--- src/design/mem_ctrl_pkg.sv ---
package mem_ctrl_pkg;

    ////////////////////////////////////////////////////////////
    // sizes
    ////////////////////////////////////////////////////////////
    localparam int ADDR_W  = 30;   // application address
    localparam int DATA_W  = 64;   // one beat
    localparam int LEN_W   = 8;    // burst length, 1 to 255 beats
    localparam int N_WR_CH = 3;
    localparam int N_RD_CH = 4;

    typedef logic [ADDR_W-1:0] addr_t;
    typedef logic [DATA_W-1:0] data_t;
    typedef logic [LEN_W-1:0]  len_t;

    typedef logic [1:0] wr_ch_t;
    typedef logic [1:0] rd_ch_t;

    // byte address advance per beat
    localparam addr_t ADDR_STEP = addr_t'(8);

    ////////////////////////////////////////////////////////////
    // encodings
    ////////////////////////////////////////////////////////////
    // same codes as the controller core expects on app_cmd
    typedef enum logic [2:0] {
        APP_CMD_WRITE = 3'd0,
        APP_CMD_READ  = 3'd1
    } app_cmd_e;

    typedef enum logic [1:0] {
        ST_IDLE,
        ST_WRITE,
        ST_READ
    } burst_state_e;

endpackage

--- src/design/wr_arbiter.sv ---
`timescale 1ns/1ps

module wr_arbiter (
    input  logic                 clk_250m_i,
    input  logic                 rst_i,
    // write channels
    input  logic                 ch_req_i      [mem_ctrl_pkg::N_WR_CH],
    input  mem_ctrl_pkg::addr_t  ch_addr_i     [mem_ctrl_pkg::N_WR_CH],
    input  mem_ctrl_pkg::len_t   ch_len_i      [mem_ctrl_pkg::N_WR_CH],
    input  mem_ctrl_pkg::data_t  ch_data_i     [mem_ctrl_pkg::N_WR_CH],
    output logic                 ch_data_req_o [mem_ctrl_pkg::N_WR_CH],
    output logic                 ch_finish_o   [mem_ctrl_pkg::N_WR_CH],
    // toward the burst engine
    output logic                 wr_req_o,
    output mem_ctrl_pkg::addr_t  wr_addr_o,
    output mem_ctrl_pkg::len_t   wr_len_o,
    output mem_ctrl_pkg::data_t  wr_data_o,
    input  logic                 wr_data_req_i,
    input  logic                 wr_finish_i
);

    import mem_ctrl_pkg::*;

    logic   busy_q;     // a grant is held
    logic   wait_q;     // gap cycle after finish
    wr_ch_t grant_q;    // granted channel, also the round-robin pointer
    logic   sel_vld;
    wr_ch_t sel_ch;

    ////////////////////////////////////////////////////////////
    // round-robin pick, searching from the channel after grant_q
    ////////////////////////////////////////////////////////////
    always_comb begin
        sel_vld = 1'b0;
        sel_ch  = grant_q;
        for (int i = 1; i <= N_WR_CH; i++) begin
            if (!sel_vld && ch_req_i[(int'(grant_q) + i) % N_WR_CH]) begin
                sel_vld = 1'b1;
                sel_ch  = wr_ch_t'((int'(grant_q) + i) % N_WR_CH);
            end
        end
    end

    always_ff @(posedge clk_250m_i) begin
        if (rst_i) begin
            busy_q  <= 1'b0;
            wait_q  <= 1'b0;
            grant_q <= wr_ch_t'(N_WR_CH - 1);   // channel 0 goes first
        end else begin
            wait_q <= 1'b0;
            if (busy_q) begin
                if (wr_finish_i) begin
                    busy_q <= 1'b0;
                    wait_q <= 1'b1;   // let the channel drop its req
                end
            end else if (!wait_q && sel_vld) begin
                busy_q  <= 1'b1;
                grant_q <= sel_ch;
            end
        end
    end

    ////////////////////////////////////////////////////////////
    // request mux and return steering
    ////////////////////////////////////////////////////////////
    assign wr_req_o  = busy_q && ch_req_i[grant_q];
    assign wr_addr_o = ch_addr_i[grant_q];
    assign wr_len_o  = ch_len_i[grant_q];
    assign wr_data_o = ch_data_i[grant_q];

    always_comb begin
        for (int i = 0; i < N_WR_CH; i++) begin
            ch_data_req_o[i] = busy_q && (grant_q == wr_ch_t'(i)) && wr_data_req_i;
            ch_finish_o[i]   = busy_q && (grant_q == wr_ch_t'(i)) && wr_finish_i;
        end
    end

endmodule

--- src/design/rd_arbiter.sv ---
`timescale 1ns/1ps

module rd_arbiter (
    input  logic                 clk_250m_i,
    input  logic                 rst_i,
    // read channels
    input  logic                 ch_req_i        [mem_ctrl_pkg::N_RD_CH],
    input  mem_ctrl_pkg::addr_t  ch_addr_i       [mem_ctrl_pkg::N_RD_CH],
    input  mem_ctrl_pkg::len_t   ch_len_i        [mem_ctrl_pkg::N_RD_CH],
    output logic                 ch_data_valid_o [mem_ctrl_pkg::N_RD_CH],
    output mem_ctrl_pkg::data_t  ch_data_o       [mem_ctrl_pkg::N_RD_CH],
    output logic                 ch_finish_o     [mem_ctrl_pkg::N_RD_CH],
    // toward the burst engine
    output logic                 rd_req_o,
    output mem_ctrl_pkg::addr_t  rd_addr_o,
    output mem_ctrl_pkg::len_t   rd_len_o,
    input  logic                 rd_data_valid_i,
    input  mem_ctrl_pkg::data_t  rd_data_i,
    input  logic                 rd_finish_i
);

    import mem_ctrl_pkg::*;

    logic   busy_q;
    logic   wait_q;
    rd_ch_t grant_q;    // doubles as the round-robin pointer
    logic   sel_vld;
    rd_ch_t sel_ch;

    ////////////////////////////////////////////////////////////
    // grant, same scheme as the write side
    ////////////////////////////////////////////////////////////
    always_comb begin
        sel_vld = 1'b0;
        sel_ch  = grant_q;
        for (int i = 1; i <= N_RD_CH; i++) begin
            if (!sel_vld && ch_req_i[(int'(grant_q) + i) % N_RD_CH]) begin
                sel_vld = 1'b1;
                sel_ch  = rd_ch_t'((int'(grant_q) + i) % N_RD_CH);
            end
        end
    end

    always_ff @(posedge clk_250m_i) begin
        if (rst_i) begin
            busy_q  <= 1'b0;
            wait_q  <= 1'b0;
            grant_q <= rd_ch_t'(N_RD_CH - 1);
        end else begin
            wait_q <= 1'b0;
            if (busy_q) begin
                if (rd_finish_i) begin
                    busy_q <= 1'b0;
                    wait_q <= 1'b1;
                end
            end else if (!wait_q && sel_vld) begin
                busy_q  <= 1'b1;
                grant_q <= sel_ch;
            end
        end
    end

    assign rd_req_o  = busy_q && ch_req_i[grant_q];
    assign rd_addr_o = ch_addr_i[grant_q];
    assign rd_len_o  = ch_len_i[grant_q];

    ////////////////////////////////////////////////////////////
    // read return, one register stage to the owning channel
    ////////////////////////////////////////////////////////////
    always_ff @(posedge clk_250m_i) begin
        if (rst_i) begin
            for (int i = 0; i < N_RD_CH; i++) begin
                ch_data_valid_o[i] <= 1'b0;
                ch_finish_o[i]     <= 1'b0;
            end
        end else begin
            for (int i = 0; i < N_RD_CH; i++) begin
                ch_data_valid_o[i] <= busy_q && (grant_q == rd_ch_t'(i)) && rd_data_valid_i;
                ch_finish_o[i]     <= busy_q && (grant_q == rd_ch_t'(i)) && rd_finish_i;
            end
        end
    end

    // only the owner's bus moves, the others keep their last word
    always_ff @(posedge clk_250m_i) begin
        for (int i = 0; i < N_RD_CH; i++) begin
            if (rd_data_valid_i && grant_q == rd_ch_t'(i)) begin
                ch_data_o[i] <= rd_data_i;
            end
        end
    end

endmodule

--- src/design/burst_engine.sv ---
`timescale 1ns/1ps

module burst_engine (
    input  logic                   clk_250m_i,
    input  logic                   rst_i,
    input  logic                   init_calib_complete_i,
    // write burst from wr_arbiter
    input  logic                   wr_req_i,
    input  mem_ctrl_pkg::addr_t    wr_addr_i,
    input  mem_ctrl_pkg::len_t     wr_len_i,
    input  mem_ctrl_pkg::data_t    wr_data_i,
    output logic                   wr_data_req_o,
    output logic                   wr_finish_o,
    // read burst from rd_arbiter
    input  logic                   rd_req_i,
    input  mem_ctrl_pkg::addr_t    rd_addr_i,
    input  mem_ctrl_pkg::len_t     rd_len_i,
    output logic                   rd_data_valid_o,
    output mem_ctrl_pkg::data_t    rd_data_o,
    output logic                   rd_finish_o,
    // application port
    output logic                   app_en_o,
    output mem_ctrl_pkg::app_cmd_e app_cmd_o,
    output mem_ctrl_pkg::addr_t    app_addr_o,
    input  logic                   app_rdy_i,
    output logic                   app_wdf_wren_o,
    output mem_ctrl_pkg::data_t    app_wdf_data_o,
    input  logic                   app_wdf_rdy_i,
    input  logic                   app_rd_data_valid_i,
    input  mem_ctrl_pkg::data_t    app_rd_data_i
);

    import mem_ctrl_pkg::*;

    burst_state_e state_q;
    logic         last_wr_q;    // last burst served was a write
    logic         data_req_q;   // beat request to the channel
    logic         fetch_q;      // channel data due this cycle
    logic         wr_fin_q;
    len_t         len_q;
    len_t         beat_cnt_q;   // write beats started / read commands placed
    len_t         ret_cnt_q;    // read beats returned
    addr_t        cur_addr_q;   // next address to place
    logic         can_start;
    logic         start_wr;
    logic         start_rd;
    logic         beat_done;
    logic         rd_issue;

    ////////////////////////////////////////////////////////////
    // burst choice, alternating when both sides wait
    ////////////////////////////////////////////////////////////
    assign can_start = (state_q == ST_IDLE) && init_calib_complete_i;
    assign start_wr  = can_start && wr_req_i && !(rd_req_i && last_wr_q);
    assign start_rd  = can_start && rd_req_i && !start_wr;

    // write beat complete once command and data both got through
    assign beat_done = (state_q == ST_WRITE) && (app_en_o || app_wdf_wren_o)
                       && !(app_en_o && !app_rdy_i)
                       && !(app_wdf_wren_o && !app_wdf_rdy_i);

    // read command accepted with more left to place
    assign rd_issue  = (state_q == ST_READ) && app_en_o && app_rdy_i
                       && (beat_cnt_q != len_q);

    ////////////////////////////////////////////////////////////
    // control
    ////////////////////////////////////////////////////////////
    always_ff @(posedge clk_250m_i) begin
        if (rst_i) begin
            state_q        <= ST_IDLE;
            last_wr_q      <= 1'b0;
            data_req_q     <= 1'b0;
            fetch_q        <= 1'b0;
            wr_fin_q       <= 1'b0;
            app_en_o       <= 1'b0;
            app_wdf_wren_o <= 1'b0;
            beat_cnt_q     <= '0;
            ret_cnt_q      <= '0;
        end else begin
            data_req_q <= 1'b0;         // single-cycle pulses
            fetch_q    <= data_req_q;
            wr_fin_q   <= 1'b0;
            if (app_en_o && app_rdy_i) begin
                app_en_o <= 1'b0;
            end
            if (app_wdf_wren_o && app_wdf_rdy_i) begin
                app_wdf_wren_o <= 1'b0;
            end

            case (state_q)
                ST_IDLE: begin
                    if (start_wr) begin
                        state_q    <= ST_WRITE;
                        last_wr_q  <= 1'b1;
                        data_req_q <= 1'b1;   // beat 0 requested at once
                        beat_cnt_q <= '0;
                    end else if (start_rd) begin
                        state_q    <= ST_READ;
                        last_wr_q  <= 1'b0;
                        app_en_o   <= 1'b1;   // first read command
                        beat_cnt_q <= len_t'(1);
                        ret_cnt_q  <= '0;
                    end
                end
                ST_WRITE: begin
                    if (fetch_q) begin
                        app_en_o       <= 1'b1;
                        app_wdf_wren_o <= 1'b1;
                    end
                    if (beat_done) begin
                        if (beat_cnt_q == len_q - len_t'(1)) begin
                            wr_fin_q <= 1'b1;
                        end else begin
                            data_req_q <= 1'b1;
                            beat_cnt_q <= beat_cnt_q + len_t'(1);
                        end
                    end
                    if (wr_fin_q) begin
                        state_q <= ST_IDLE;
                    end
                end
                ST_READ: begin
                    if (rd_issue) begin
                        app_en_o   <= 1'b1;   // back to back commands
                        beat_cnt_q <= beat_cnt_q + len_t'(1);
                    end
                    if (app_rd_data_valid_i) begin
                        ret_cnt_q <= ret_cnt_q + len_t'(1);
                    end
                    if (rd_finish_o) begin
                        state_q <= ST_IDLE;
                    end
                end
                default: state_q <= ST_IDLE;
            endcase
        end
    end

    ////////////////////////////////////////////////////////////
    // address, command and write data
    ////////////////////////////////////////////////////////////
    always_ff @(posedge clk_250m_i) begin
        if (start_wr) begin
            len_q      <= wr_len_i;
            cur_addr_q <= wr_addr_i;
            app_cmd_o  <= APP_CMD_WRITE;
        end else if (start_rd) begin
            len_q      <= rd_len_i;
            app_addr_o <= rd_addr_i;
            cur_addr_q <= rd_addr_i + ADDR_STEP;
            app_cmd_o  <= APP_CMD_READ;
        end
        if (state_q == ST_WRITE && fetch_q) begin
            app_addr_o     <= cur_addr_q;
            app_wdf_data_o <= wr_data_i;   // channel holds it this cycle
        end
        if (beat_done) begin
            cur_addr_q <= cur_addr_q + ADDR_STEP;
        end
        if (rd_issue) begin
            app_addr_o <= cur_addr_q;
            cur_addr_q <= cur_addr_q + ADDR_STEP;
        end
    end

    assign wr_data_req_o = data_req_q;
    assign wr_finish_o   = wr_fin_q;

    // read return passes straight on, rd_arbiter adds the register
    assign rd_data_valid_o = (state_q == ST_READ) && app_rd_data_valid_i;
    assign rd_data_o       = app_rd_data_i;
    assign rd_finish_o     = rd_data_valid_o && (ret_cnt_q == len_q - len_t'(1));

endmodule

--- src/design/mem_ctrl.sv ---
`timescale 1ns/1ps

module mem_ctrl (
    input  logic                   clk_250m_i,
    input  logic                   rst_i,
    input  logic                   init_calib_complete_i,
    // write channels
    input  logic                   wr_req_i        [mem_ctrl_pkg::N_WR_CH],
    input  mem_ctrl_pkg::addr_t    wr_addr_i       [mem_ctrl_pkg::N_WR_CH],
    input  mem_ctrl_pkg::len_t     wr_len_i        [mem_ctrl_pkg::N_WR_CH],
    input  mem_ctrl_pkg::data_t    wr_data_i       [mem_ctrl_pkg::N_WR_CH],
    output logic                   wr_data_req_o   [mem_ctrl_pkg::N_WR_CH],
    output logic                   wr_finish_o     [mem_ctrl_pkg::N_WR_CH],
    // read channels
    input  logic                   rd_req_i        [mem_ctrl_pkg::N_RD_CH],
    input  mem_ctrl_pkg::addr_t    rd_addr_i       [mem_ctrl_pkg::N_RD_CH],
    input  mem_ctrl_pkg::len_t     rd_len_i        [mem_ctrl_pkg::N_RD_CH],
    output logic                   rd_data_valid_o [mem_ctrl_pkg::N_RD_CH],
    output mem_ctrl_pkg::data_t    rd_data_o       [mem_ctrl_pkg::N_RD_CH],
    output logic                   rd_finish_o     [mem_ctrl_pkg::N_RD_CH],
    // application port
    output logic                   app_en_o,
    output mem_ctrl_pkg::app_cmd_e app_cmd_o,
    output mem_ctrl_pkg::addr_t    app_addr_o,
    input  logic                   app_rdy_i,
    output logic                   app_wdf_wren_o,
    output mem_ctrl_pkg::data_t    app_wdf_data_o,
    input  logic                   app_wdf_rdy_i,
    input  logic                   app_rd_data_valid_i,
    input  mem_ctrl_pkg::data_t    app_rd_data_i
);

    import mem_ctrl_pkg::*;

    ////////////////////////////////////////////////////////////
    // arbiter to engine links
    ////////////////////////////////////////////////////////////
    logic  wr_req;
    addr_t wr_addr;
    len_t  wr_len;
    data_t wr_data;
    logic  wr_data_req;
    logic  wr_finish;

    logic  rd_req;
    addr_t rd_addr;
    len_t  rd_len;
    logic  rd_data_valid;
    data_t rd_data;
    logic  rd_finish;

    wr_arbiter i_wr_arbiter (
        .clk_250m_i    (clk_250m_i),
        .rst_i         (rst_i),
        .ch_req_i      (wr_req_i),
        .ch_addr_i     (wr_addr_i),
        .ch_len_i      (wr_len_i),
        .ch_data_i     (wr_data_i),
        .ch_data_req_o (wr_data_req_o),
        .ch_finish_o   (wr_finish_o),
        .wr_req_o      (wr_req),
        .wr_addr_o     (wr_addr),
        .wr_len_o      (wr_len),
        .wr_data_o     (wr_data),
        .wr_data_req_i (wr_data_req),
        .wr_finish_i   (wr_finish)
    );

    burst_engine i_burst_engine (
        .clk_250m_i            (clk_250m_i),
        .rst_i                 (rst_i),
        .init_calib_complete_i (init_calib_complete_i),
        .wr_req_i              (wr_req),
        .wr_addr_i             (wr_addr),
        .wr_len_i              (wr_len),
        .wr_data_i             (wr_data),
        .wr_data_req_o         (wr_data_req),
        .wr_finish_o           (wr_finish),
        .rd_req_i              (rd_req),
        .rd_addr_i             (rd_addr),
        .rd_len_i              (rd_len),
        .rd_data_valid_o       (rd_data_valid),
        .rd_data_o             (rd_data),
        .rd_finish_o           (rd_finish),
        .app_en_o              (app_en_o),
        .app_cmd_o             (app_cmd_o),
        .app_addr_o            (app_addr_o),
        .app_rdy_i             (app_rdy_i),
        .app_wdf_wren_o        (app_wdf_wren_o),
        .app_wdf_data_o        (app_wdf_data_o),
        .app_wdf_rdy_i         (app_wdf_rdy_i),
        .app_rd_data_valid_i   (app_rd_data_valid_i),
        .app_rd_data_i         (app_rd_data_i)
    );

    rd_arbiter i_rd_arbiter (
        .clk_250m_i      (clk_250m_i),
        .rst_i           (rst_i),
        .ch_req_i        (rd_req_i),
        .ch_addr_i       (rd_addr_i),
        .ch_len_i        (rd_len_i),
        .ch_data_valid_o (rd_data_valid_o),
        .ch_data_o       (rd_data_o),
        .ch_finish_o     (rd_finish_o),
        .rd_req_o        (rd_req),
        .rd_addr_o       (rd_addr),
        .rd_len_o        (rd_len),
        .rd_data_valid_i (rd_data_valid),
        .rd_data_i       (rd_data),
        .rd_finish_i     (rd_finish)
    );

endmodule

--- config.mk ---
export PLATFORM = sky130hd
export DESIGN_NAME = mem_ctrl
export DESIGN_NICKNAME = d
export VERILOG_FILES = /design/src/design/mem_ctrl_pkg.sv /design/src/design/wr_arbiter.sv /design/src/design/rd_arbiter.sv /design/src/design/burst_engine.sv /design/src/design/mem_ctrl.sv
export SDC_FILE = /design/constraint.sdc
export NUM_CORES = 1
export LEC_CHECK = 0
export BUFFER_PORTS_ARGS = -buffer_cell sky130_fd_sc_hd__buf_4
export CAP_MARGIN = 20
export CORE_AREA = 2 2 353 355
export CTS_BUF_LIST = sky130_fd_sc_hd__clkbuf_4 sky130_fd_sc_hd__clkbuf_8
export DETAILED_ROUTE_END_ITERATION = 8
export DIE_AREA = 0 0 355 357
export PLACE_DENSITY_LB_ADDON = 0.3
export SYNTH_ARGS = -nofsm -noshare
export SYNTH_HDL_FRONTEND = slang
export SYNTH_SLANG_ARGS = --single-unit
--- constraint.sdc ---
create_clock -name clk_250m_i -period 5.1 [get_ports clk_250m_i]
set_clock_uncertainty 0.2 [all_clocks]
set_input_delay 0.765 -clock clk_250m_i [delete_from_list [all_inputs] [get_ports clk_250m_i]]
set_output_delay 0.765 -clock clk_250m_i [all_outputs]
set_load 0.03 [all_outputs]
* Yosys cells after proc, flatten, opt, wreduce, memory -nomap -nowiden
Cells that the tools add are included.
Widths: inputs -> output; s select.
** Operators by class
- Shifts and indexed selects :: 0
- Muxes and demuxes :: 105
- Reduce and logical (&&, ||, !) cells :: 91
- Add/sub/neg operators :: 12
- Bitwise logic cells :: 17
- Eq/ne operators :: 20
- Multipliers :: 0
- Order comparisons :: 9
- Div/mod/pow operators :: 3
** Operators by type and width (count)
- $mux 30 :: 12
- $ge 32x3->1 const B :: 7
- $not 32->32 :: 7
- $bmux 64 s2 :: 1
- $mux 64 :: 2
- $bmux 30 s2 :: 2
- $mux 8 :: 14
- $mod 32x3->32 const B :: 3
- $add 30x4->30 const B :: 2
- $logic_and 1x1->1 :: 53
- $mux 1 :: 47
- $bmux 8 s2 :: 2
- $pmux 8 s3 :: 1
- $mux 2 :: 11
- $bmux 1 s2 :: 9
- $add 8x1->8 const B :: 2
- $eq 8x8->1 :: 2
- $pmux 8 s2 :: 1
- $logic_not 1->1 :: 13
- $reduce_or 2->1 :: 6
- $ne 2x1->1 const B :: 5
- $reduce_and 3->1 :: 3
- $reduce_bool 3->1 :: 3
- $eq 2x2->1 const B :: 4
- 25 further kinds :: 45
** Storage, ports and cells
- Register bits after elaboration :: 429
- Latch bits :: 0
- ROM bits :: 0
- Bits in writable memories :: 0
- Memories :: 0
- Output and inout port bits :: 369
- Word-level logic and storage cells :: 289
- Input port bits :: 535

* Longest topological paths before layout
- Depth in word-level cells :: 20
- Mapped depth :: 13

* By module
From an unflattened synthesis, not the netlist that was laid out.
** Second synthesis, totals
- Cell total of the unflattened synthesis :: 1504
- Area total of the unflattened synthesis :: 20064.2 um^2
** By module, submodules not included
- rd_arbiter :: cells an instance 360, area an instance 9200.1 um^2, times used 1, seq. area each 7927.6 um^2
- burst_engine :: cells an instance 750, area an instance 8370.5 um^2, times used 1, seq. area each 4464.3 um^2
- wr_arbiter :: cells an instance 394, area an instance 2493.6 um^2, times used 1, seq. area each 80.1 um^2

* Least setup slack after synthesis
Ideal clock, no wire load.
- Kind :: register to register
- Start point :: register i_wr_arbiter.grant_q[1]
- End point :: register i_wr_arbiter.grant_q[0]
- Library setup time :: 128 ps
- Period minus slack after synthesis :: 3649 ps
- Data arrival time :: 3321 ps
- Stages on the path, launching flop included :: 14
- Path slack :: 1451 ps
- Data required time :: 4772 ps
- Path buffers :: 5
- Cell sequence :: dfxtp_1 > clkbuf_1 > buf_2 > buf_1 > clkbuf_1 > inv_1 > ha_1 > clkbuf_1 > a22o_1 > a211oi_1 > nor2_1 > o21ai_0 > mux2i_1 > nor2_1
** Between the ends
- Word-level cells in the longest chain between the ends :: 15
- Elaborated cells on any way between the ends :: 31
- Classes of those cells :: add/sub (3); div (3); mux (15); bitwise (3); reduce/logical (7)
** RTL lines
- from (decl) :: line wr_arbiter.sv:26 : wr_ch_t grant_q;
- from (signal assigned) :: line wr_arbiter.sv:48 : grant_q <= wr_ch_t'(N_WR_CH - 1);
- from (signal assigned) :: line wr_arbiter.sv:58 : grant_q <= sel_ch;
- $add 2x1->3 :: line wr_arbiter.sv:37, wr_arbiter.sv:39
- $mod 32x3->32 :: line wr_arbiter.sv:37, wr_arbiter.sv:39
- $not 32->32 (not written as such) :: line wr_arbiter.sv:37 : if (!sel_vld && ch_req_i[(int'(grant_q) + i) % N_WR_CH]) begin
- $bmux 1 s2 :: line wr_arbiter.sv:37
- $mux 1 (not written as such) (2 in a row) :: line wr_arbiter.sv:37
- $mux 1 :: line wr_arbiter.sv:37
- $logic_not 1->1 :: line wr_arbiter.sv:37
- $logic_and 1x1->1 :: line wr_arbiter.sv:37
- $mux 1 :: line wr_arbiter.sv:37
- $logic_not 1->1 :: line wr_arbiter.sv:37
- $logic_and 1x1->1 :: line wr_arbiter.sv:37
- $mux 1 :: line wr_arbiter.sv:37
- $logic_and 1x1->1 :: line wr_arbiter.sv:56 : end else if (!wait_q && sel_vld) begin
- $reduce_and 3->1 (no source line)
Several ways; a longest one is shown, not always the timed one. The select of a mux whose other input is x is not followed.
A chain may end at the register's enable or synchronous reset.

==> impl_results.md <==
* Mapped cell area at around 19000 µm²
* Fillers at 13100
* Critical path capture point type: primary output
* Slew HR at 27.2%
* Crit-path max cell delay at 0.53 ns
* CP Data Required Time at between 4 and 5 ns
* Htree depth at 3
* FFs w/ async S/R, synth at 0%
* Via density at 3.91
* Largest net degree at the start of global routing at 65
* Max_cap viols at 0
* Area Overhead vs Synth at 57.9%
* # setup viols final at 0
* Ys Warns at 0
* DP HPWL at 71600 µm
* Kind of critical path: reg2out
* Setup repair after global routing missed its margin: no
* Hold/Removal Path Class: in2reg
* Avg Inst Size Synth at 13.8 µm²
* Startpoint types: flip-flop
* Setup bufs post-CTS at 0
* Number of flops mapped to enable cells by yosys at about 390
* PostCTS Resize Cnt at 0
* Clock Latency Late Sink at 0.75 ns
* Hold Buf Count CTS at slightly below 90
* First-pass GRT wire length at between 100000 and 150000 µm
* Root buffer selected by CTS: clkbuf_8
* WHS at 0.106 ns
* Post-Synthesis Cells at 1404
* DR vias at 16100
* Final Max Slew Viols at 0
* Total CTS buffers at 82
* Pre-CTS setup slack at ~1.5 ns
* Synth Register Bits at 429
* Setup slack after layout at 1.51 ns
* Max Fclk at about 0.28 GHz
* Number of global-route vias before repair at around 16000
* Clock Path Buffers at 3
* Initial core utilization at 15.8%
* IO Port Bufs at 901
* Remaining Overflow, GRT at 0
* CTS Sinks at 429
* CTS tree: yes
* Synth unique cells at 67
* DRT antenna net count at 0
* Initial antenna violation count at 18
* Drt pass-1 iters at 5
* Seq/Total Area, Yosys at between 60% and 70%
* Clk slew on worst S/H paths at around 0.060 ns
* Main synth FF type: edfxtp_1
* Iter 0 DRT Violations at 1276
* Slowest-stage cell, CP: ha_1
* Num rows at 129
* Crit Path Max Fanout at 19
* Multi-input logic area at roughly 6600 µm²
* Reg2Reg Setup Slack at around 1.6 ns
* Final Critical Period at 3.59 ns
* Crit path buffers/inverters at 2
* Die X-Extent at 355 µm
* Setup Total Neg Slack at 0 ns
* Worst vdd ir at 0.000189 V
* Period utilisation layout at 70.4%
* Status: completed
* Critical path, cell by cell: clkinv_1 -> ha_1 -> and3_1 -> buf_4
* DRC at 0
* Fraction of layout cells with a size suffix above 1 at 46.7%
* Routed wire length at just over 90000 µm
* Lkg Pwr at 12.2 nW
* Cell Pwr Density at 380 nW/µm²
* Post-DR wirelength/cell at between 20 and 25 µm
* Worst-Margin Slew at 1.09 ns
* Overall routing resource usage at a little over an eighth
* Post-layout power at 0.0117 W
* Vert. Die Dim at 357 µm
* Total Nets Final at between 2000 and 3000
* RePlAce Congestion at 0.825
* Die Area at 127000 µm²
* CORE AREA at 123000 µm²
* Register area at 12500 µm²
* CP arrival at 2.62 ns
* # IOs at ~900
* Final hold viol count at 0
* Crit path max-delay family: buffers and inverters
## layer usage
layer | GRT usage [%] | vias up | wire length [µm]
met2 | 22.6 | 792 | 44500
met5 | 0 | - | 76
met1 | 16.2 | 7771 | 35800
li1 | - | 7458 | -
met4 | 4.66 | 12 | 2240
met3 | 4.24 | 107 | 7820
## final timing paths
kind,start,end,cells past startpoint
setup / recovery,i_wr_arbiter.grant_q[0]$_SDFFE_PP0P_,wr_data_req_o[0],4
hold / removal,app_rd_data_i[20],i_rd_arbiter.ch_data_o[212]$_DFFE_PP_,1
setup reg to reg,i_rd_arbiter.grant_q[1]$_SDFFE_PP1P_,i_burst_engine.cur_addr_q[27]$_DFFE_PP_,9
hold reg to reg,i_burst_engine.app_cmd_o[0]$_SDFFE_PN0P_,i_burst_engine.app_cmd_o[0]$_SDFFE_PN0P_,2
## area by class of cell
type,instances,area share (%)
Inverter,27,0.330
Tap cell,1637,6.67
Timing Repair Buffer,1017,25.7
Multi-Input combinational cell,868,21.4
Antenna cell,6,0.0489
Clock inverter,32,0.762
Clock buffer,111,4.39
Sequential cell,429,40.7
## registers in the layout, summed over array words and instances (netlist names), 2 cells and up
signal and cells:
i_burst_engine.app_addr_o 30, i_burst_engine.len_q 8, i_rd_arbiter.ch_finish_o 4, i_rd_arbiter.ch_data_o 256, i_burst_engine.state_q 2, i_rd_arbiter.ch_data_valid_o 4
i_burst_engine.app_wdf_data_o 64, i_burst_engine.cur_addr_q 30, i_burst_engine.ret_cnt_q 8, i_rd_arbiter.grant_q 2, i_burst_engine.beat_cnt_q 8, i_wr_arbiter.grant_q 2
## power by group
part | switching [W] | internal (W) | leakage (nW)
Clock | 0.00158 | 0.00178 | 0.842
Sequential | 0.000290 | 0.00430 | 3.84
Combinational | 0.00217 | 0.00155 | 7.54
## metrics by stage
| stage | instances | cell area [µm²] | util, % |
|---|---|---|---|
| after floorplan | 1405 | 19400 | - |
| after global routing | 4124 | 30700 | 25.0 |
| after detailed placement | 3891 | 28200 | 23.0 |
| after global placement | 3891 | 28200 | 23.0 |
| after CTS | 4121 | 30700 | 24.9 |
| final | 4127 | 30700 | 25.0 |
## kinds of logic after synthesis
group / synth area share [%]
fa+ha+maj: 1.09
flops: 64.2
mux: 12.3
simple gates: 8.77
compound gates: 7.84
buf+inv: 2.34
xor+xnor: 3.47
other cells: 0.0193
## cells in the mapped netlist, types with 3 or more instances
library cell    n  area, µm²
nor2_1         57        214
inv_1          26       97.6
xnor2_1        33        289
a221oi_1       18        158
and2_1         13       81.3
edfxtp_1      388      11700
xor2_1         44        385
or4_1           3       22.5
buf_2          10       50.1
nand2_1       132        495
buf_6           3       33.8
clkbuf_1       53        199
mux4_2         39        878
a211oi_1        6       45.0
nor3_1         18       90.1
o21ai_0       103        515
a2111oi_0      10       87.6
o21a_1          6       45.0
mux2_2         37        417
a21oi_1        31        155
buf_1          11       41.3
o211ai_1       16        120
o31ai_1         6       45.0
and4_1          7       61.3
mux2i_1       104       1040
o22ai_1        10       62.6
nor2b_1         9       56.3
a31oi_1         3       18.8
and3_1         26        163
nand2b_1        7       43.8
a21boi_0        4       30.0
nand4_1        18        113
nand3_1        39        195
o21ai_1         5       25.0
nor4_1          8       50.1
buf_4           4       30.0
ha_1           17        213
dfxtp_1        41        821
o311ai_1        3       26.3
## layout by cell type (no fill, tap or decap), types with 38 or more instances in the layout
master,synthesis,final
xor2_1,44,44
mux4_2,39,39
nand3_1,39,38
edfxtp_1,388,388
nand2_1,132,131
dlygate4sd3_1,0,87
buf_4,4,926
o21ai_0,103,103
clkbuf_8,0,82
nor2_1,57,56
mux2i_1,104,104
(Power assumes the default switching activity.)
